--- config.mk ---
export PLATFORM = sky130hd
export DESIGN_NAME = cl_hello_top
export DESIGN_NICKNAME = d
export VERILOG_FILES = /design/src/hello_pkg.sv /design/src/axil_slave.sv /design/src/hello_regs.sv /design/src/vled_mask.sv /design/src/tick_counter.sv /design/src/cl_hello_top.sv
export SDC_FILE = /design/constraint.sdc
export NUM_CORES = 1
export LEC_CHECK = 0
export BUFFER_PORTS_ARGS = -buffer_cell sky130_fd_sc_hd__buf_2
export CAP_MARGIN = 20
export CORE_MARGIN = 2
export CORE_UTILIZATION = 40
export CTS_BUF_LIST = sky130_fd_sc_hd__clkbuf_4 sky130_fd_sc_hd__clkbuf_8
export DETAILED_ROUTE_END_ITERATION = 16
export PLACE_DENSITY = 0.72
export SETUP_SLACK_MARGIN = 0.3
export SLEW_MARGIN = 15
export SYNTH_ARGS = -nofsm -noshare
export SYNTH_HDL_FRONTEND = slang
export SYNTH_SLANG_ARGS = --single-unit
--- constraint.sdc ---
create_clock -name clk_main_a0 -period 5.1 [get_ports clk_main_a0]
set_input_delay 1.02 -clock clk_main_a0 [delete_from_list [all_inputs] [get_ports clk_main_a0]]
set_output_delay 1.02 -clock clk_main_a0 [all_outputs]
set_load 0.005 [all_outputs]
--- src/hello_pkg.sv ---
// Register map, FSM encodings and CNT_CTRL/CNT_STATUS bit layout; the status layout assumes CNT_W <= 16
package hello_pkg;

  // ----------------------------------------------------------------------
  // Register byte addresses on the OCL AXI4-Lite port
  // ----------------------------------------------------------------------
  typedef enum logic [31:0] {
    HELLO_WORLD_ADDR = 32'h0000_0500,
    VLED_ADDR        = 32'h0000_0504,
    CNT_CTRL_ADDR    = 32'h0000_0508,
    TICK_VALUE_ADDR  = 32'h0000_050C,
    LOAD_VALUE_ADDR  = 32'h0000_0510,
    WATERMARK_ADDR   = 32'h0000_0514,
    CNT_STATUS_ADDR  = 32'h0000_0518
  } reg_addr_e;

  // Write channel FSM
  typedef enum logic [1:0] {
    WR_IDLE,
    WR_DATA,
    WR_RESP
  } wr_state_e;

  // Returned for any address outside the map
  localparam logic [31:0] UNIMPLEMENTED_VALUE = 32'hDEAD_BEEF;

  // CNT_CTRL fields; clear and load are write-only pulses
  localparam int CTRL_ENABLE_BIT  = 0;
  localparam int CTRL_ONESHOT_BIT = 1;
  localparam int CTRL_CLEAR_BIT   = 2;
  localparam int CTRL_LOAD_BIT    = 3;

  // Watermark flag in CNT_STATUS, count sits below it
  localparam int STATUS_GE_BIT = 16;

  localparam logic [31:0] HELLO_RESET_VALUE = 32'h0000_0000;
  localparam logic [1:0]  RESP_OKAY         = 2'b00;

endpackage

--- src/axil_slave.sv ---
// Single outstanding write and read, full-word writes only (no wstrb); no address decode in here
`timescale 1ns/1ps

module axil_slave (
  input  logic        clk_main_a0,
  input  logic        rst_main_n_sync,
  input  logic        awvalid,
  input  logic [31:0] awaddr,
  output logic        awready,
  input  logic        wvalid,
  input  logic [31:0] wdata,
  output logic        wready,
  output logic        bvalid,
  input  logic        bready,
  input  logic        arvalid,
  input  logic [31:0] araddr,
  output logic        arready,
  output logic        rvalid,
  output logic [31:0] rdata,
  input  logic        rready,
  output logic        reg_wr_en,
  output logic [31:0] reg_wr_addr,
  output logic [31:0] reg_wr_data,
  output logic        reg_rd_en,
  output logic [31:0] reg_rd_addr,
  input  logic [31:0] reg_rd_data
);

  hello_pkg::wr_state_e wr_state_q;
  logic [$bits(hello_pkg::reg_addr_e)-1:0] wr_addr_q;
  logic [$bits(hello_pkg::reg_addr_e)-1:0] rd_addr_q;
  // Stage 0 is the read strobe, stage 1 waits for the registered data
  logic [1:0] rd_pipe_q;
  logic       ready_en_q;

  // ----------------------------------------------------------------------
  // Write path
  // ----------------------------------------------------------------------
  assign awready     = ready_en_q && (wr_state_q == hello_pkg::WR_IDLE);
  assign wready      = (wr_state_q == hello_pkg::WR_DATA);
  assign bvalid      = (wr_state_q == hello_pkg::WR_RESP);
  assign reg_wr_en   = wvalid && wready;
  assign reg_wr_addr = wr_addr_q;
  assign reg_wr_data = wdata;

  always_ff @(posedge clk_main_a0) begin
    if (!rst_main_n_sync) begin
      wr_state_q <= hello_pkg::WR_IDLE;
      ready_en_q <= 1'b0;
    end else begin
      ready_en_q <= 1'b1;
      case (wr_state_q)
        hello_pkg::WR_IDLE: begin
          if (awvalid && awready) wr_state_q <= hello_pkg::WR_DATA;
        end
        hello_pkg::WR_DATA: begin
          if (wvalid) wr_state_q <= hello_pkg::WR_RESP;
        end
        hello_pkg::WR_RESP: begin
          if (bready) wr_state_q <= hello_pkg::WR_IDLE;
        end
        default: wr_state_q <= hello_pkg::WR_IDLE;
      endcase
    end
  end

  always_ff @(posedge clk_main_a0) begin
    if (awvalid && awready) wr_addr_q <= awaddr;
  end

  // ----------------------------------------------------------------------
  // Read path, rvalid two cycles after the ar handshake
  // ----------------------------------------------------------------------
  assign arready     = ready_en_q && (rd_pipe_q == 2'b00) && !rvalid;
  assign reg_rd_en   = rd_pipe_q[0];
  assign reg_rd_addr = rd_addr_q;

  always_ff @(posedge clk_main_a0) begin
    if (!rst_main_n_sync) begin
      rd_pipe_q <= 2'b00;
      rvalid    <= 1'b0;
    end else begin
      rd_pipe_q <= {rd_pipe_q[0], arvalid && arready};
      if (rd_pipe_q[1]) begin
        rvalid <= 1'b1;
      end else if (rvalid && rready) begin
        rvalid <= 1'b0;
      end
    end
  end

  // Data held until the r handshake since no new read can start
  always_ff @(posedge clk_main_a0) begin
    if (arvalid && arready) rd_addr_q <= araddr;
    if (rd_pipe_q[1]) rdata <= reg_rd_data;
  end

endmodule

--- src/hello_regs.sv ---
// Register file behind the slave; CNT_W must be at most 16 so the count fits below the GE flag
`timescale 1ns/1ps

module hello_regs #(
  parameter int CNT_W = 16
) (
  input  logic             clk_main_a0,
  input  logic             rst_main_n_sync,
  input  logic             reg_wr_en,
  input  logic [31:0]      reg_wr_addr,
  input  logic [31:0]      reg_wr_data,
  input  logic             reg_rd_en,
  input  logic [31:0]      reg_rd_addr,
  output logic [31:0]      reg_rd_data,
  output logic [CNT_W-1:0] hello_low,
  input  logic [CNT_W-1:0] vled_shadow,
  output logic             cnt_enable,
  output logic             cnt_oneshot,
  output logic             cnt_clear,
  output logic             cnt_load,
  output logic [7:0]       tick_value,
  output logic [CNT_W-1:0] load_value,
  output logic [CNT_W-1:0] watermark,
  input  logic [CNT_W-1:0] cnt_value,
  input  logic             cnt_ge_watermark
);

  logic [31:0] hello_q;
  logic [31:0] hello_swapped;
  logic [31:0] rd_mux;

  assign hello_low     = hello_q[CNT_W-1:0];
  assign hello_swapped = {hello_q[7:0], hello_q[15:8], hello_q[23:16], hello_q[31:24]};

  // ----------------------------------------------------------------------
  // Write decode
  // ----------------------------------------------------------------------
  always_ff @(posedge clk_main_a0) begin
    if (!rst_main_n_sync) begin
      hello_q     <= hello_pkg::HELLO_RESET_VALUE;
      cnt_enable  <= 1'b0;
      cnt_oneshot <= 1'b0;
      cnt_clear   <= 1'b0;
      cnt_load    <= 1'b0;
      tick_value  <= '0;
      load_value  <= '0;
      watermark   <= '0;
    end else begin
      // Clear and load live for one cycle only
      cnt_clear <= 1'b0;
      cnt_load  <= 1'b0;
      if (reg_wr_en) begin
        case (reg_wr_addr)
          hello_pkg::HELLO_WORLD_ADDR: hello_q <= reg_wr_data;
          hello_pkg::CNT_CTRL_ADDR: begin
            cnt_enable  <= reg_wr_data[hello_pkg::CTRL_ENABLE_BIT];
            cnt_oneshot <= reg_wr_data[hello_pkg::CTRL_ONESHOT_BIT];
            cnt_clear   <= reg_wr_data[hello_pkg::CTRL_CLEAR_BIT];
            cnt_load    <= reg_wr_data[hello_pkg::CTRL_LOAD_BIT];
          end
          hello_pkg::TICK_VALUE_ADDR: tick_value <= reg_wr_data[7:0];
          hello_pkg::LOAD_VALUE_ADDR: load_value <= reg_wr_data[CNT_W-1:0];
          hello_pkg::WATERMARK_ADDR:  watermark  <= reg_wr_data[CNT_W-1:0];
          // VLED and CNT_STATUS are read-only
          default: ;
        endcase
      end
    end
  end

  // ----------------------------------------------------------------------
  // Read mux, registered on the strobe
  // ----------------------------------------------------------------------
  always_comb begin
    rd_mux = '0;
    case (reg_rd_addr)
      hello_pkg::HELLO_WORLD_ADDR: rd_mux = hello_swapped;
      hello_pkg::VLED_ADDR:        rd_mux = 32'(vled_shadow);
      hello_pkg::CNT_CTRL_ADDR: begin
        rd_mux[hello_pkg::CTRL_ENABLE_BIT]  = cnt_enable;
        rd_mux[hello_pkg::CTRL_ONESHOT_BIT] = cnt_oneshot;
      end
      hello_pkg::TICK_VALUE_ADDR:  rd_mux = 32'(tick_value);
      hello_pkg::LOAD_VALUE_ADDR:  rd_mux = 32'(load_value);
      hello_pkg::WATERMARK_ADDR:   rd_mux = 32'(watermark);
      hello_pkg::CNT_STATUS_ADDR: begin
        rd_mux = 32'(cnt_value);
        rd_mux[hello_pkg::STATUS_GE_BIT] = cnt_ge_watermark;
      end
      default: rd_mux = hello_pkg::UNIMPLEMENTED_VALUE;
    endcase
  end

  always_ff @(posedge clk_main_a0) begin
    if (reg_rd_en) reg_rd_data <= rd_mux;
  end

endmodule

--- src/vled_mask.sv ---
// LED width equals CNT_W; DIP inputs are asynchronous and pass SYNC_STAGES flops before the mask
`timescale 1ns/1ps

module vled_mask #(
  parameter int CNT_W       = 16,
  parameter int SYNC_STAGES = 2
) (
  input  logic             clk_main_a0,
  input  logic             rst_main_n_sync,
  input  logic [CNT_W-1:0] hello_low,
  input  logic [CNT_W-1:0] status_vdip,
  output logic [CNT_W-1:0] vled_shadow,
  output logic [CNT_W-1:0] status_vled
);

  logic [SYNC_STAGES-1:0][CNT_W-1:0] vdip_sync_q;

  always_ff @(posedge clk_main_a0) begin
    if (!rst_main_n_sync) begin
      vdip_sync_q <= '0;
      vled_shadow <= '0;
      status_vled <= '0;
    end else begin
      // DIP synchronizer chain, stage 0 samples the pins
      vdip_sync_q[0] <= status_vdip;
      for (int i = 1; i < SYNC_STAGES; i++) begin
        vdip_sync_q[i] <= vdip_sync_q[i-1];
      end
      // Shadow follows the low half of hello-world
      vled_shadow <= hello_low;
      status_vled <= vled_shadow & vdip_sync_q[SYNC_STAGES-1];
    end
  end

endmodule

--- src/tick_counter.sv ---
// Prescaled counter; tick_value 0 counts every enabled cycle, one-shot saturates at all-ones
`timescale 1ns/1ps

module tick_counter #(
  parameter int CNT_W = 16
) (
  input  logic             clk_main_a0,
  input  logic             rst_main_n_sync,
  input  logic             cnt_enable,
  input  logic             cnt_oneshot,
  input  logic             cnt_clear,
  input  logic             cnt_load,
  input  logic [7:0]       tick_value,
  input  logic [CNT_W-1:0] load_value,
  input  logic [CNT_W-1:0] watermark,
  output logic [CNT_W-1:0] cnt_value,
  output logic             cnt_ge_watermark
);

  logic [7:0] presc_q;
  logic       tick;
  logic       saturated;

  // Greater-or-equal so a lowered tick_value does not stall the prescaler
  assign tick      = (presc_q >= tick_value);
  assign saturated = cnt_oneshot && (cnt_value == '1);

  always_ff @(posedge clk_main_a0) begin
    if (!rst_main_n_sync) begin
      presc_q          <= '0;
      cnt_value        <= '0;
      cnt_ge_watermark <= 1'b0;
    end else begin
      if (cnt_clear) begin
        presc_q   <= '0;
        cnt_value <= '0;
      end else if (cnt_load) begin
        cnt_value <= load_value;
      end else if (cnt_enable) begin
        if (tick) begin
          presc_q <= '0;
          if (!saturated) cnt_value <= cnt_value + 1'b1;
        end else begin
          presc_q <= presc_q + 1'b1;
        end
      end
      // Flag lags the count by one cycle
      cnt_ge_watermark <= (cnt_value >= watermark);
    end
  end

endmodule

--- src/cl_hello_top.sv ---
// OCL register block top; responses are always OKAY and CNT_W also sets the LED/DIP width
`timescale 1ns/1ps

module cl_hello_top #(
  parameter int CNT_W       = 16,
  parameter int SYNC_STAGES = 2
) (
  input  logic             clk_main_a0,
  input  logic             rst_main_n_sync,
  input  logic             ocl_awvalid,
  input  logic [31:0]      ocl_awaddr,
  output logic             ocl_awready,
  input  logic             ocl_wvalid,
  input  logic [31:0]      ocl_wdata,
  output logic             ocl_wready,
  output logic             ocl_bvalid,
  output logic [1:0]       ocl_bresp,
  input  logic             ocl_bready,
  input  logic             ocl_arvalid,
  input  logic [31:0]      ocl_araddr,
  output logic             ocl_arready,
  output logic             ocl_rvalid,
  output logic [31:0]      ocl_rdata,
  output logic [1:0]       ocl_rresp,
  input  logic             ocl_rready,
  input  logic [CNT_W-1:0] status_vdip,
  output logic [CNT_W-1:0] status_vled
);

  // ----------------------------------------------------------------------
  // Internal register bus and counter wiring
  // ----------------------------------------------------------------------
  logic             reg_wr_en;
  logic [31:0]      reg_wr_addr;
  logic [31:0]      reg_wr_data;
  logic             reg_rd_en;
  logic [31:0]      reg_rd_addr;
  logic [31:0]      reg_rd_data;
  logic [CNT_W-1:0] hello_low;
  logic [CNT_W-1:0] vled_shadow;
  logic             cnt_enable;
  logic             cnt_oneshot;
  logic             cnt_clear;
  logic             cnt_load;
  logic [7:0]       tick_value;
  logic [CNT_W-1:0] load_value;
  logic [CNT_W-1:0] watermark;
  logic [CNT_W-1:0] cnt_value;
  logic             cnt_ge_watermark;

  assign ocl_bresp = hello_pkg::RESP_OKAY;
  assign ocl_rresp = hello_pkg::RESP_OKAY;

  axil_slave slave_i (
    .clk_main_a0 (clk_main_a0),      .rst_main_n_sync (rst_main_n_sync),
    .awvalid     (ocl_awvalid),      .awaddr          (ocl_awaddr),
    .awready     (ocl_awready),      .wvalid          (ocl_wvalid),
    .wdata       (ocl_wdata),        .wready          (ocl_wready),
    .bvalid      (ocl_bvalid),       .bready          (ocl_bready),
    .arvalid     (ocl_arvalid),      .araddr          (ocl_araddr),
    .arready     (ocl_arready),      .rvalid          (ocl_rvalid),
    .rdata       (ocl_rdata),        .rready          (ocl_rready),
    .reg_wr_en   (reg_wr_en),        .reg_wr_addr     (reg_wr_addr),
    .reg_wr_data (reg_wr_data),      .reg_rd_en       (reg_rd_en),
    .reg_rd_addr (reg_rd_addr),      .reg_rd_data     (reg_rd_data)
  );

  hello_regs #(.CNT_W(CNT_W)) regs_i (
    .clk_main_a0 (clk_main_a0),      .rst_main_n_sync  (rst_main_n_sync),
    .reg_wr_en   (reg_wr_en),        .reg_wr_addr      (reg_wr_addr),
    .reg_wr_data (reg_wr_data),      .reg_rd_en        (reg_rd_en),
    .reg_rd_addr (reg_rd_addr),      .reg_rd_data      (reg_rd_data),
    .hello_low   (hello_low),        .vled_shadow      (vled_shadow),
    .cnt_enable  (cnt_enable),       .cnt_oneshot      (cnt_oneshot),
    .cnt_clear   (cnt_clear),        .cnt_load         (cnt_load),
    .tick_value  (tick_value),       .load_value       (load_value),
    .watermark   (watermark),        .cnt_value        (cnt_value),
    .cnt_ge_watermark (cnt_ge_watermark)
  );

  vled_mask #(.CNT_W(CNT_W), .SYNC_STAGES(SYNC_STAGES)) vled_i (
    .clk_main_a0 (clk_main_a0),      .rst_main_n_sync (rst_main_n_sync),
    .hello_low   (hello_low),        .status_vdip     (status_vdip),
    .vled_shadow (vled_shadow),      .status_vled     (status_vled)
  );

  tick_counter #(.CNT_W(CNT_W)) cnt_i (
    .clk_main_a0 (clk_main_a0),      .rst_main_n_sync (rst_main_n_sync),
    .cnt_enable  (cnt_enable),       .cnt_oneshot     (cnt_oneshot),
    .cnt_clear   (cnt_clear),        .cnt_load        (cnt_load),
    .tick_value  (tick_value),       .load_value      (load_value),
    .watermark   (watermark),        .cnt_value       (cnt_value),
    .cnt_ge_watermark (cnt_ge_watermark)
  );

endmodule

==> summary.md <==
| Metric | Value |
|---|---|
| RePlAce Congestion | 0.8714 |
| Post-CTS sizing | 0 |
| Worst hold margin | 0.4182 ns |
| Per-cell routed wire length | 16.47 um |
| Count leader, synth | dfxtp_1 |
| Worst path slowest cell | or3_1 |
| Worst Setup SP | slave_i.reg_rd_addr[9] |
| Clock Sinks | 299 |
| Final Cycle Share | 59.67% |
| First-pass GRT wire length | 40.50 mm |
| Reg-to-Reg Start | slave_i.reg_rd_addr[9] |
| DRT antenna net count | 0 |
| CTS tree | yes |
| Cell area after layout | 13730 um^2 |
| Sequential fraction of the synthesis area | 63.07% |
| Fin. Hold Viols | 0 |
| Outcome | finished, final reports clean |
| Post-Syn Area per Cell | 12.13 um^2 |
| Total GRT Usage | 16.95% |
| Max Fclk | 328.6 MHz |
| Final net count | 1279 |
| Worst-path fanout max | 24 |
| Min-delay src | regs_i.reg_rd_data[24] |
| Die Y | 173.7 um |
| Kind of critical path | reg2reg |
| Largest net degree at the start of global routing | 78 |
| Peak supply drop | 0.2124 mV |
| CTS clock-pin slew for the worst setup and hold paths | 0.06 ns |
| Worst slew pin tran | 1.028 ns |
| # IOs | 176 |
| H-tree levels | 2 |
| Psw | 1.005 mW |
| Worst setup EP type | register |
| Full die area | 30180 um^2 |
| Root buffer cell | clkbuf_8 |
| Prevailing post-synth register cell | dfxtp_1 |
| Num CTS Buffers | 46 |
| Initial Util | 40.36% |
| Crit path DAT | 3.28 ns |
| Mapped Area | 11520 um^2 |
| Synth top area share | 33.36% |
| Core Region | 28550 um^2 |
| TNS Setup | 0 ns |
| PnR Total Power | 4.791 mW |
| Number of instances in the placed design | 1470 |
| Worst skew pair latency | 0.57 ns |
| DR DRC count | 0 |
| Synth area leaders | edfxtp_1 (33%), dfxtp_1 (30%), mux2i_1 (4.7%) |
| Via density | 5.041 |
| Initial DRT Pass Iterations | 5 |
| DR iter-0 viols | 608 |
| Required time of the critical path | 5.34 ns |
| Clock skew | 0.01342 ns |
| Initial antenna violation count | 2 |
| Lkg Pwr | 5.453 nW |
| Nature of the critical path startpoint | register |
| Std-Cell Rows | 62 |
| Post-CTS Setup Inserts | 0 |
| Post-synth EDFFs | 128 |
| Cts-stage hold buffer count | 0 |
| Tightest Hold Check Type | reg2reg |
| Slew HR | 31.48% |
| Clock Path Buffers | 3 |
| Minimum clock period | 3.043 ns |
| RSZ-0062 raised after global routing | false |
| Fillers | 2619 |
| Post-synth top cells | dfxtp_1 (171), edfxtp_1 (128), nand2_1 (102) |
| FFs w/ async S/R, synth | 0% |
| Sw Share | 20.97% |
| Drt total wl | 25.63 mm |
| Power density cells | 348.8 nW/um^2 |
| Max cap viols | 0 |
| Yosys warning count | 0 |
| Buf/Inv on CP | 0 |
| FF+latch area | 7268 um^2 |
| Clock power share | 43.5% |
| Vias in the first global route | 7663 |
| Port Buffers | 171 |
| Max-slew violations | 0 |
| Synth-to-layout area growth | 19.20% |
| Crit-path leading delay family | simple AND/OR/NAND/NOR gates |
| Combinational power share | 2.9% |
| Post-Synthesis Cells | 950 |
| Post-synth cell types | 67 |
| Die width | 173.7 um |
| Layout cells sized above 1 | 23.23% |
| Placed inst area | 12740 um^2 |
| Remaining global-route overflow | 0 |
| Cells along the critical path | nor4b_1, nand4_1, or3_1, a221oi_1, nand3_1 |
| Placed wire-length estimate | 18.33 mm |
| Area leader, netlist | edfxtp_1 |
| CP peak stage delay | 0.92 ns |
| Seq pwr share | 53.5% |
| Pint | 3.786 mW |
| Total vias in the final route | 7844 |
| Final Non-Filler Cells | 1556 |
| Seq cells post-synth | 299 |
| Reg-to-reg setup timing slack | 2.06 ns |
| Final setup violation count | 0 |
| Multi-input gate area | 3960 um^2 |
[state kept, by name, summed over array words and instances (netlist names), 2 cells and up]
register	cells
regs_i.watermark	16
slave_i.rd_pipe_q	2
vled_i.vled_shadow	16
slave_i.wr_state_q	2
slave_i.rdata	32
vled_i.vdip_sync_q	32
regs_i.hello_q	32
vled_i.status_vled	16
cnt_i.cnt_value	16
slave_i.reg_rd_addr	32
regs_i.tick_value	8
regs_i.reg_rd_data	32
regs_i.load_value	16
slave_i.reg_wr_addr	32
cnt_i.presc_q	8
[power by group through the flow]
stage	Combinational [mW]	Sequential (mW)	Clock (mW)
floorplan	0.0610	2.61	0
CTS	0.141	2.56	2.13
global route	0.154	2.57	2.26
finish	0.139	2.56	2.09
detailed placement	0.140	2.62	0
global placement	0.138	2.61	0
[final cells by class]
| class | instances | share of cell area, % |
|---|---|---|
| Sequential cell | 299 | 52.92 |
| Timing Repair Buffer | 181 | 6.796 |
| Tap cell | 384 | 3.498 |
| Multi-Input combinational cell | 578 | 28.83 |
| Inverter | 28 | 0.7652 |
| Clock inverter | 21 | 1.348 |
| Antenna cell | 1 | 0.01822 |
| Clock buffer | 64 | 5.821 |
[metrics by stage]
step / utilization [%] / worst slack, ns
6_report: 48.11 / 2.057
5_1_grt: 48.10 / 1.833
4_1_cts: 48.07 / 2.030
3_5_place_dp: 44.62 / 1.938
3_3_place_gp: 44.62 / 1.989
2_1_floorplan: - / 2.521
[worst register-to-register path: stages (launching register included)]
cell,delay (ns)
edfxtp_1,0.36
nor4b_1,0.35
nand4_1,0.44
or3_1,0.92
a221oi_1,0.40
nand3_1,0.25
[kinds of logic after synthesis]
kind of cell	Yosys count	synth area share, %
multiplexers	54	4.691
adder cells (fa/ha/maj)	26	2.823
AO/OA/AOI/OAI	144	9.274
AND/OR/NAND/NOR	342	16.64
other	1	0.03255
XOR/XNOR	8	0.6081
buffers and inverters	76	2.867
flip-flops	299	63.07
[layer usage]
layer	GRT usage, %	vias to the layer above	wire (um)	part of all wire [%]
met5	0	-	13	0.051
met4	5.252	2	460	1.8
met3	4.803	50	2156	8.4
met2	28.05	296	12120	47
met1	21.55	3687	10880	42
li1	-	3809	-	-
[worst paths after layout]
kind,end,depth (start not counted)
setup / recovery,regs_i.reg_rd_data[2],5
setup reg to reg,regs_i.reg_rd_data[2],5
hold / removal,slave_i.rdata[24],0
hold reg to reg,slave_i.rdata[24],0
[cell usage in the layout (no fill, tap or decap), types with 15 or more instances in the layout]
master / n
clkbuf_8: 51
ha_1: 26
edfxtp_1: 128
and2_1: 57
a21oi_1: 15
nand2_1: 102
dfxtp_1: 170
a21boi_0: 33
nor2_1: 20
o21ai_0: 18
and3_1: 25
mux2i_1: 54
nand3_1: 19
buf_2: 170
nor2b_1: 48
inv_1: 28
Note: power is estimated with default switching activity, not from simulation.
